**config.mk**
```make
export PLATFORM = sky130hd
export DESIGN_NAME = frame_parser
export DESIGN_NICKNAME = d
export VERILOG_FILES = /design/src/verilog/frame_pkg.sv /design/src/verilog/frame_sequencer.sv /design/src/verilog/header_capture.sv /design/src/verilog/fcs_checker.sv /design/src/verilog/slot_dispatch.sv /design/src/verilog/frame_parser.sv
export SDC_FILE = /design/constraint.sdc
export NUM_CORES = 1
export LEC_CHECK = 0
export BUFFER_PORTS_ARGS = -buffer_cell sky130_fd_sc_hd__buf_2
export CORE_MARGIN = 1
export CORE_UTILIZATION = 50
export CTS_BUF_LIST = sky130_fd_sc_hd__clkbuf_8
export CTS_CLUSTER_SIZE = 24
export DETAILED_ROUTE_END_ITERATION = 10
export GPL_TIMING_DRIVEN = 0
export PLACE_DENSITY = 0.73
export SLEW_MARGIN = 10
export SYNTH_ARGS = -nofsm -noshare
export SYNTH_HDL_FRONTEND = slang
export SYNTH_SLANG_ARGS = --single-unit
```
**constraint.sdc**
```tcl
create_clock -name clock -period 3.57 [get_ports clock]
set_input_delay 0.714 -clock clock [delete_from_list [all_inputs] [get_ports clock]]
set_output_delay 0.714 -clock clock [all_outputs]
set_load 0.005 [all_outputs]
```
**src/verilog/frame_pkg.sv**
```systemverilog
`default_nettype none

package frame_pkg;

    //////////////////////////////////////////////////////////////////////
    // Protocol constants
    //////////////////////////////////////////////////////////////////////

    localparam logic [15:0] ETHER_TYPE_IPV4 = 16'h0800;
    localparam logic [7:0]  IP_PROTOCOL_UDP = 8'd17;

    localparam int MAC_HEADER_BYTES  = 14;
    localparam int IPV4_HEADER_BYTES = 20;
    localparam int UDP_HEADER_BYTES  = 8;
    localparam int FCS_BYTES         = 4;

    // Shorter IPv4 packets are padded up to the Ethernet minimum
    localparam int MIN_IPV4_TOTAL_LENGTH = 46;

    //////////////////////////////////////////////////////////////////////
    // Shared types
    //////////////////////////////////////////////////////////////////////

    typedef struct packed {
        logic       start;
        logic [7:0] value;
    } rx_byte_t;

    typedef struct packed {
        logic [15:0] ether_type;
        logic [15:0] ipv4_total_length;
        logic [15:0] ipv4_identification;
        logic [15:0] ipv4_flags;
        logic [7:0]  ipv4_protocol;
        logic [15:0] udp_destination;
    } header_info_t;

    typedef enum logic [2:0] {
        phase_idle,
        phase_mac_header,
        phase_ipv4_header,
        phase_udp_header,
        phase_payload,
        phase_pad,
        phase_fcs,
        phase_drop
    } frame_phase_t;

    typedef struct packed {
        logic [7:0] data;
        logic       valid;
    } payload_byte_t;

endpackage

`default_nettype wire

```
**src/verilog/frame_sequencer.sv**
```systemverilog
`default_nettype none

module frame_sequencer #(
    parameter int RECEIVE_SLOTS = 4
) (
    input  wire                          clock,
    input  wire                          reset_n,
    input  wire frame_pkg::rx_byte_t     rx_byte,
    input  wire                          rx_enable,
    input  wire [RECEIVE_SLOTS-1:0]      slot_enable,
    input  wire frame_pkg::header_info_t header_info,
    output frame_pkg::frame_phase_t      phase,
    output logic [15:0]                  byte_offset,
    output logic                         frame_start,
    output logic                         frame_end,
    output logic                         frame_abort
);

    frame_pkg::frame_phase_t state;
    frame_pkg::frame_phase_t next_state;
    frame_pkg::frame_phase_t tail_phase;
    logic [15:0]             section_count;
    logic [15:0]             next_count;
    logic [15:0]             payload_bytes;
    logic [15:0]             pad_bytes;
    logic                    frame_active;
    logic                    ether_reject;
    logic                    ip_reject;

    // Section lengths from the captured total length
    assign payload_bytes = header_info.ipv4_total_length
        - 16'(frame_pkg::IPV4_HEADER_BYTES + frame_pkg::UDP_HEADER_BYTES);
    assign pad_bytes =
        (header_info.ipv4_total_length < 16'(frame_pkg::MIN_IPV4_TOTAL_LENGTH))
        ? 16'(frame_pkg::MIN_IPV4_TOTAL_LENGTH) - header_info.ipv4_total_length
        : 16'd0;
    assign tail_phase = (pad_bytes != 16'd0) ? frame_pkg::phase_pad : frame_pkg::phase_fcs;

    assign frame_active = (state != frame_pkg::phase_idle) && (state != frame_pkg::phase_drop);

    // Filter conditions
    assign ether_reject = header_info.ether_type != frame_pkg::ETHER_TYPE_IPV4;
    assign ip_reject    = (header_info.ipv4_protocol != frame_pkg::IP_PROTOCOL_UDP)
                       || (header_info.ipv4_flags[12:0] != 13'd0);

    //////////////////////////////////////////////////////////////////////
    // Section of the current byte and the next state
    //////////////////////////////////////////////////////////////////////

    always_comb begin
        phase       = state;
        byte_offset = section_count;
        frame_start = 1'b0;
        frame_end   = 1'b0;
        frame_abort = 1'b0;
        next_state  = state;
        next_count  = section_count;

        if (rx_enable) begin
            if (rx_byte.start) begin
                // New frame cuts off whatever was in progress
                frame_abort = frame_active;
                byte_offset = 16'd0;
                if (|slot_enable) begin
                    phase       = frame_pkg::phase_mac_header;
                    frame_start = 1'b1;
                end
                else begin
                    phase = frame_pkg::phase_drop;
                end
            end
            else if (state == frame_pkg::phase_ipv4_header && section_count == 16'd0
                     && ether_reject) begin
                phase = frame_pkg::phase_drop;
            end
            else if (state == frame_pkg::phase_udp_header && section_count == 16'd0
                     && ip_reject) begin
                phase = frame_pkg::phase_drop;
            end

            next_state = phase;
            next_count = byte_offset + 16'd1;

            case (phase)
                frame_pkg::phase_mac_header: begin
                    if (byte_offset == 16'(frame_pkg::MAC_HEADER_BYTES - 1)) begin
                        next_state = frame_pkg::phase_ipv4_header;
                        next_count = 16'd0;
                    end
                end
                frame_pkg::phase_ipv4_header: begin
                    if (byte_offset == 16'(frame_pkg::IPV4_HEADER_BYTES - 1)) begin
                        next_state = frame_pkg::phase_udp_header;
                        next_count = 16'd0;
                    end
                end
                frame_pkg::phase_udp_header: begin
                    if (byte_offset == 16'(frame_pkg::UDP_HEADER_BYTES - 1)) begin
                        next_state = (payload_bytes != 16'd0) ? frame_pkg::phase_payload
                                                              : tail_phase;
                        next_count = 16'd0;
                    end
                end
                frame_pkg::phase_payload: begin
                    if (byte_offset == payload_bytes - 16'd1) begin
                        next_state = tail_phase;
                        next_count = 16'd0;
                    end
                end
                frame_pkg::phase_pad: begin
                    if (byte_offset == pad_bytes - 16'd1) begin
                        next_state = frame_pkg::phase_fcs;
                        next_count = 16'd0;
                    end
                end
                frame_pkg::phase_fcs: begin
                    if (byte_offset == 16'(frame_pkg::FCS_BYTES - 1)) begin
                        frame_end  = 1'b1;
                        next_state = frame_pkg::phase_idle;
                        next_count = 16'd0;
                    end
                end
                default: begin
                    next_count = 16'd0;
                end
            endcase
        end
    end

    always_ff @(posedge clock or negedge reset_n) begin
        if (!reset_n) begin
            state         <= frame_pkg::phase_idle;
            section_count <= 16'd0;
        end
        else begin
            state         <= next_state;
            section_count <= next_count;
        end
    end

endmodule

`default_nettype wire

```
**src/verilog/header_capture.sv**
```systemverilog
`default_nettype none

module header_capture (
    input  wire                          clock,
    input  wire                          reset_n,
    input  wire frame_pkg::rx_byte_t     rx_byte,
    input  wire                          rx_enable,
    input  wire frame_pkg::frame_phase_t phase,
    input  wire [15:0]                   byte_offset,
    output frame_pkg::header_info_t      header_info
);

    // Fields are big endian on the wire, so shift in from the low byte
    always_ff @(posedge clock or negedge reset_n) begin
        if (!reset_n) begin
            header_info <= '0;
        end
        else if (rx_enable) begin
            case (phase)
                frame_pkg::phase_mac_header: begin
                    // EtherType is the last two MAC header bytes
                    if (byte_offset >= 16'd12) begin
                        header_info.ether_type <= {header_info.ether_type[7:0], rx_byte.value};
                    end
                end
                frame_pkg::phase_ipv4_header: begin
                    case (byte_offset)
                        16'd2, 16'd3: begin
                            header_info.ipv4_total_length <=
                                {header_info.ipv4_total_length[7:0], rx_byte.value};
                        end
                        16'd4, 16'd5: begin
                            header_info.ipv4_identification <=
                                {header_info.ipv4_identification[7:0], rx_byte.value};
                        end
                        16'd6, 16'd7: begin
                            header_info.ipv4_flags <=
                                {header_info.ipv4_flags[7:0], rx_byte.value};
                        end
                        16'd9: begin
                            header_info.ipv4_protocol <= rx_byte.value;
                        end
                        default: begin
                        end
                    endcase
                end
                frame_pkg::phase_udp_header: begin
                    if (byte_offset == 16'd2 || byte_offset == 16'd3) begin
                        header_info.udp_destination <=
                            {header_info.udp_destination[7:0], rx_byte.value};
                    end
                end
                default: begin
                end
            endcase
        end
    end

endmodule

`default_nettype wire

```
**src/verilog/fcs_checker.sv**
```systemverilog
`default_nettype none

module fcs_checker (
    input  wire                          clock,
    input  wire                          reset_n,
    input  wire frame_pkg::rx_byte_t     rx_byte,
    input  wire                          rx_enable,
    input  wire frame_pkg::frame_phase_t phase,
    input  wire                          frame_start,
    input  wire                          frame_end,
    output logic                         fcs_ok
);

    // Reflected form of the Ethernet polynomial
    localparam logic [31:0] CRC_POLYNOMIAL = 32'hEDB8_8320;

    logic [31:0] crc;
    logic [31:0] crc_seed;
    logic [31:0] fcs_shift;
    logic [31:0] received_fcs;
    logic        crc_byte;

    function automatic logic [31:0] crc_update(input logic [31:0] crc_in,
                                               input logic [7:0]  data);
        logic [31:0] c;
        c = crc_in ^ {24'd0, data};
        for (int i = 0; i < 8; i++) begin
            c = c[0] ? ((c >> 1) ^ CRC_POLYNOMIAL) : (c >> 1);
        end
        return c;
    endfunction

    assign crc_seed = frame_start ? 32'hFFFF_FFFF : crc;
    assign crc_byte = rx_enable
                   && (phase == frame_pkg::phase_mac_header
                    || phase == frame_pkg::phase_ipv4_header
                    || phase == frame_pkg::phase_udp_header
                    || phase == frame_pkg::phase_payload
                    || phase == frame_pkg::phase_pad);

    always_ff @(posedge clock or negedge reset_n) begin
        if (!reset_n) begin
            crc <= 32'hFFFF_FFFF;
        end
        else if (crc_byte) begin
            crc <= crc_update(crc_seed, rx_byte.value);
        end
    end

    // FCS arrives least significant byte first
    always_ff @(posedge clock) begin
        if (rx_enable && phase == frame_pkg::phase_fcs) begin
            fcs_shift <= {rx_byte.value, fcs_shift[31:8]};
        end
    end

    assign received_fcs = {rx_byte.value, fcs_shift[31:8]};
    assign fcs_ok       = frame_end && (received_fcs == ~crc);

endmodule

`default_nettype wire

```
**src/verilog/slot_dispatch.sv**
```systemverilog
`default_nettype none

module slot_dispatch #(
    parameter int RECEIVE_SLOTS = 4
) (
    input  wire                          clock,
    input  wire                          reset_n,
    input  wire frame_pkg::rx_byte_t     rx_byte,
    input  wire                          rx_enable,
    input  wire frame_pkg::frame_phase_t phase,
    input  wire [RECEIVE_SLOTS-1:0]      slot_enable,
    input  wire                          frame_start,
    input  wire                          frame_end,
    input  wire                          frame_abort,
    input  wire                          fcs_ok,
    output frame_pkg::payload_byte_t     packet_byte,
    output logic [RECEIVE_SLOTS-1:0]     packet_valid,
    output logic [RECEIVE_SLOTS-1:0]     good_packet,
    output logic [RECEIVE_SLOTS-1:0]     bad_packet
);

    logic [RECEIVE_SLOTS-1:0] slot_mask;
    logic [RECEIVE_SLOTS-1:0] highest_slot;
    logic                     forward;
    logic                     byte_valid;
    logic [7:0]               byte_data;

    // Highest enabled slot as a one-hot mask
    always_comb begin
        highest_slot = '0;
        for (int i = 0; i < RECEIVE_SLOTS; i++) begin
            if (slot_enable[i]) begin
                highest_slot    = '0;
                highest_slot[i] = 1'b1;
            end
        end
    end

    assign forward = rx_enable
                  && (phase == frame_pkg::phase_udp_header || phase == frame_pkg::phase_payload);

    // Abort and the next start share a cycle, old mask still in place
    always_ff @(posedge clock or negedge reset_n) begin
        if (!reset_n) begin
            slot_mask    <= '0;
            byte_valid   <= 1'b0;
            packet_valid <= '0;
            good_packet  <= '0;
            bad_packet   <= '0;
        end
        else begin
            if (frame_start) begin
                slot_mask <= highest_slot;
            end
            byte_valid   <= forward;
            packet_valid <= forward ? slot_mask : '0;
            good_packet  <= (frame_end && fcs_ok) ? slot_mask : '0;
            bad_packet   <= ((frame_end && !fcs_ok) || frame_abort) ? slot_mask : '0;
        end
    end

    always_ff @(posedge clock) begin
        if (forward) begin
            byte_data <= rx_byte.value;
        end
    end

    assign packet_byte = '{data: byte_data, valid: byte_valid};

endmodule

`default_nettype wire

```
**src/verilog/frame_parser.sv**
```systemverilog
`default_nettype none

module frame_parser #(
    parameter int RECEIVE_SLOTS = 4
) (
    input  wire                      clock,
    input  wire                      reset_n,
    input  wire frame_pkg::rx_byte_t rx_byte,
    input  wire                      rx_enable,
    input  wire [RECEIVE_SLOTS-1:0]  slot_enable,
    output frame_pkg::payload_byte_t packet_byte,
    output logic [RECEIVE_SLOTS-1:0] packet_valid,
    output logic [RECEIVE_SLOTS-1:0] good_packet,
    output logic [RECEIVE_SLOTS-1:0] bad_packet,
    output frame_pkg::header_info_t  header_info
);

    frame_pkg::frame_phase_t phase;
    logic [15:0]             byte_offset;
    logic                    frame_start;
    logic                    frame_end;
    logic                    frame_abort;
    logic                    fcs_ok;

    //////////////////////////////////////////////////////////////////////
    // Byte stream pipeline
    //////////////////////////////////////////////////////////////////////

    frame_sequencer #(
        .RECEIVE_SLOTS (RECEIVE_SLOTS)
    ) i_frame_sequencer (
        .clock       (clock),
        .reset_n     (reset_n),
        .rx_byte     (rx_byte),
        .rx_enable   (rx_enable),
        .slot_enable (slot_enable),
        .header_info (header_info),
        .phase       (phase),
        .byte_offset (byte_offset),
        .frame_start (frame_start),
        .frame_end   (frame_end),
        .frame_abort (frame_abort)
    );

    header_capture i_header_capture (
        .clock       (clock),
        .reset_n     (reset_n),
        .rx_byte     (rx_byte),
        .rx_enable   (rx_enable),
        .phase       (phase),
        .byte_offset (byte_offset),
        .header_info (header_info)
    );

    fcs_checker i_fcs_checker (
        .clock       (clock),
        .reset_n     (reset_n),
        .rx_byte     (rx_byte),
        .rx_enable   (rx_enable),
        .phase       (phase),
        .frame_start (frame_start),
        .frame_end   (frame_end),
        .fcs_ok      (fcs_ok)
    );

    slot_dispatch #(
        .RECEIVE_SLOTS (RECEIVE_SLOTS)
    ) i_slot_dispatch (
        .clock        (clock),
        .reset_n      (reset_n),
        .rx_byte      (rx_byte),
        .rx_enable    (rx_enable),
        .phase        (phase),
        .slot_enable  (slot_enable),
        .frame_start  (frame_start),
        .frame_end    (frame_end),
        .frame_abort  (frame_abort),
        .fcs_ok       (fcs_ok),
        .packet_byte  (packet_byte),
        .packet_valid (packet_valid),
        .good_packet  (good_packet),
        .bad_packet   (bad_packet)
    );

endmodule

`default_nettype wire

```
==> reports/qor.yml <==
status:
  status: "finished, violations left"
  violations: "negative setup slack"
synthesis:
  async_reset_ff_share_pct: 82.98
  synth_edf_count: 32
  synth-simple-area-share_pct: 16.32
  synth_top_family_by_area: "simple AND/OR/NAND/NOR gates"
  ys_warn_count: 0
  synth_cells: 1015
  ys_types: 75
  ys.flop_type: "dfrtp_1"
  synth-compound-area-share_pct: 10.24
  synth_seq_cells: 188
  syn_avg_cell_area_um2: 10.34
  syn_area_um2: 10490
  synth-xor-area-share_pct: 12.81
  synth-adder-area-share_pct: 1.073
  syn_nets: 1040
  ys_seq_area_share_pct: 46.74
  muxShareOfSynthArea_pct: 9.659
floorplan:
  dieHeight_um: 146.9
  coreArea_um2: 20430
  initial_core_util_pct: 51.36
  dieArea_um2: 21570
  rows: 52
  die_w_um: 146.9
  num_io_pins: 125
critical_path:
  worstSetupEndpointType: "flip-flop"
  path_class: "reg2reg"
  crit_path_max_incr_delay_ps: 430
  cp.arrival_ps: 4090
  cp_slowest_cell: "dfrtp_2"
  path_cells: "ha_2 > o21ai_2 > o211ai_4 > or3_4 > ha_4 > buf_6 > buf_6 > and3_4 > o31a_1 > a311oi_2 > a21oi_2 > o31a_1 > buf_6 > o21ai_4 > buf_6 > o221ai_2"
  worstSetupStartpointType: "flip-flop"
  crit_fanout: 6
  path_common_cell: "buf_6"
  required_ps: 3930
power:
  intPower_mw: 4.351
  p_sw_mw: 2.693
  pwr_density_cell_nw_per_um2: 548.1
  leakagePower_nw: 5.791
  p_total_mw: 7.044
  clkPwrFrac_pct: 21.6
  seqPwrFrac_pct: 39.9
  netSwitchingFraction_pct: 38.23
  combinationalPowerShare_pct: 38.5
  ir_drop_mv: 0.3979
detailed_routing:
  met1_length_um: 13050
  via_count: 8905
  dr.pass1.iters: 5
  routed_wirelength_um: 29650
  ant_nets: 0
  first_iter_violations: 746
  met3_length_um: 2710
  avgRoutedWirePerCell_um: 19.94
  top_layer_used: "met4"
  wl_met2_um: 13140
  vias_per_cell: 5.989
  route.detailed.drc: 0
sta:
  period_share_pct: 104.6
  relSlewSlack_pct: 43.61
  layout_min_cycle_time_ps: 3732
  max_freq_ghz: 0.2679
  fin_skew_ps: 17.78
  rsz0062_at_grt: "yes"
  hold_viol_final: 0
  final-setup-viol-count: 12
  slew_violations: 0
  timing.final.ws_setup_ps: -162.5
  worstMarginPinSlew_ps: 839.9
clocking:
  cts_buffer_depth: 2
  clkTransAtPathRegs_ps: 110
  cts_root_buf: "clkbuf_8"
  cts-hold-fix-buffers: 0
  cts_buffers: 17
  cts_tree: "yes"
  tritoncts_num_sinks: 188
  clock_latency_ps: 490
  htree_levels: 4
placement:
  place_inst: 1411
  hpwl_um: 20410
  io_buffers: 124
  gp_congestion: 0.9368
grt:
  grt_pass1_wl_um: 46170
  grt_max_degree: 109
  globalRouteOverflowTotal: 0
  grt_usage_pct: 27.56
  first_global_vias: 8379
  grt_antenna_before_repair: 0
layout:
  diodes: 0
  final_core_util_pct: 62.90
  fill_cells: 1631
  instances_no_fill: 1487
  drive_gt1_share_pct: 35.74
  final_cell_mix: "buf_2, dfrtp_1, mux2_2, nand2_1, xnor2_1"
  layout_commonest_cell: "buf_2"
  areaGrowthSynthToFinish_pct: 22.48
  fin_nets: 1229
hold_path:
  hold_path_class: "in2async"
job:
  maxCapViolCount: 0
==> metrics by stage <==
stage | setup TNS (ps) | hold WS (ps) | setup slack [ps] | area, µm²
finish | -1360 | 110.3 | -162.5 | 12850
floorplan | 0 | 418.4 | 33.14 | 10520
detailed placement | -69700 | 461.1 | -697.6 | 11540
global route | -2329 | 112.4 | -240.0 | 12850
CTS | -808.9 | 114.7 | -123.6 | 12490
global placement | -171640 | 455.5 | -1286 | 11480
==> metal layers <==
metal / track usage, % / vias up
li1: - / 4017
met1: 39.17 / 4342
met2: 41.11 / 482
met3: 6.863 / 64
met4: 9.167 / 0
met5: 0 / -
==> cell usage after synthesis (3+ instances only) <==
library cell	number	area share, %
a31oi_1	10	0.60
nand3b_1	3	0.21
dfstp_2	32	8.0
a41oi_1	4	0.33
nor4_1	17	1.0
and4_1	3	0.25
o21ai_0	59	2.8
nand3_1	26	1.2
o31ai_1	3	0.21
a311oi_1	3	0.25
nor4b_1	3	0.25
dfrtp_1	124	30
inv_1	31	1.1
xor2_1	63	5.3
ha_1	9	1.1
or3_1	10	0.60
and2_1	11	0.66
nor2_1	72	2.6
nand2b_1	11	0.66
or4_1	4	0.29
and3_1	13	0.78
nand4_1	26	1.6
mux2i_1	3	0.29
o211ai_1	8	0.57
nor3_1	24	1.1
buf_1	5	0.18
o211a_1	3	0.29
nand2_1	85	3.0
o22ai_1	12	0.72
nor2b_1	13	0.78
mux2_2	86	9.2
edfxtp_1	32	9.2
clkbuf_1	37	1.3
a211oi_1	3	0.21
o221ai_1	5	0.42
xnor2_1	86	7.2
a21oi_1	21	1.0
o31a_1	3	0.25
buf_2	6	0.29
==> timing repair <==
item,in CTS,in global routing
hold endpoints to repair,0,0
endpoints found under the setup margin,73,114
resized for setup,56,60
pin swaps,32,26
buffers inserted,33,15
gates cloned,1,1
==> final cells by class <==
type	instances	area, µm²	share of cell area [%]
multi-input cells	746	5779	44.97
flip-flops and latches	188	4912	38.22
clock buffers	17	234.0	1.821
plain buffers	48	225.2	1.753
clock inverters	15	198.9	1.548
inverters	31	118.9	0.9249
well taps	270	337.8	2.629
repair buffers	172	1045	8.130
==> path summary, 6_finish.rpt <==
kind | slack (ps) | startpoint | cells past startpoint | endpoint
hold / removal | 110 | reset_n | 1 | i_header_capture.header_info[66]
hold reg to reg | 490 | i_fcs_checker.fcs_shift[26] | 0 | i_fcs_checker.fcs_shift[18]
min in group clock | 420 | rx_byte[3] | 1 | i_slot_dispatch.byte_data[3]
max in group asynchronous | 2590 | reset_n | 2 | i_header_capture.header_info[56]
setup reg to reg | -160 | i_header_capture.header_info[58] | 16 | i_frame_sequencer.section_count[9]
setup / recovery | -160 | i_header_capture.header_info[58] | 16 | i_frame_sequencer.section_count[9]
==> flip-flops by register name, indices dropped and copies added, names as in the netlist <==
| name | cells |
|---|---|
| i_slot_dispatch.byte_valid | 1 |
| i_slot_dispatch.packet_valid | 4 |
| i_fcs_checker.crc | 32 |
| i_fcs_checker.fcs_shift | 24 |
| i_slot_dispatch.byte_data | 8 |
| i_frame_sequencer.section_count | 16 |
| i_slot_dispatch.good_packet | 4 |
| i_frame_sequencer.state | 3 |
| i_header_capture.header_info | 88 |
| i_slot_dispatch.slot_mask | 4 |
| i_slot_dispatch.bad_packet | 4 |
==> cells by family (layout without fill, tap and decap cells) <==
group | count (synthesis) | count (layout)
compound gates | 161 | 161
mux | 90 | 90
flops | 188 | 188
fa+ha+maj | 9 | 9
simple gates | 334 | 335
buf+inv | 82 | 283
xor+xnor | 151 | 151
==> power by group through the flow <==
stage	Clock (mW)	Combinational [mW]	Sequential, mW
3_3_place_gp	0	2.44	2.84
2_1_floorplan	0	1.96	2.79
5_1_grt	1.64	2.95	2.85
6_report	1.52	2.71	2.81
4_1_cts	1.54	2.59	2.81
3_5_place_dp	0	2.49	2.85
==> critical path, delay by kind of cell (launching register included) <==
kind / cells / cell delay (ps)
buffers and inverters: 4 / 520
flip-flops: 1 / 430
AO/OA/AOI/OAI: 8 / 1660
adder cells (fa/ha/maj): 2 / 430
AND/OR/NAND/NOR: 2 / 570
Power figures use the tool's default switching activity.
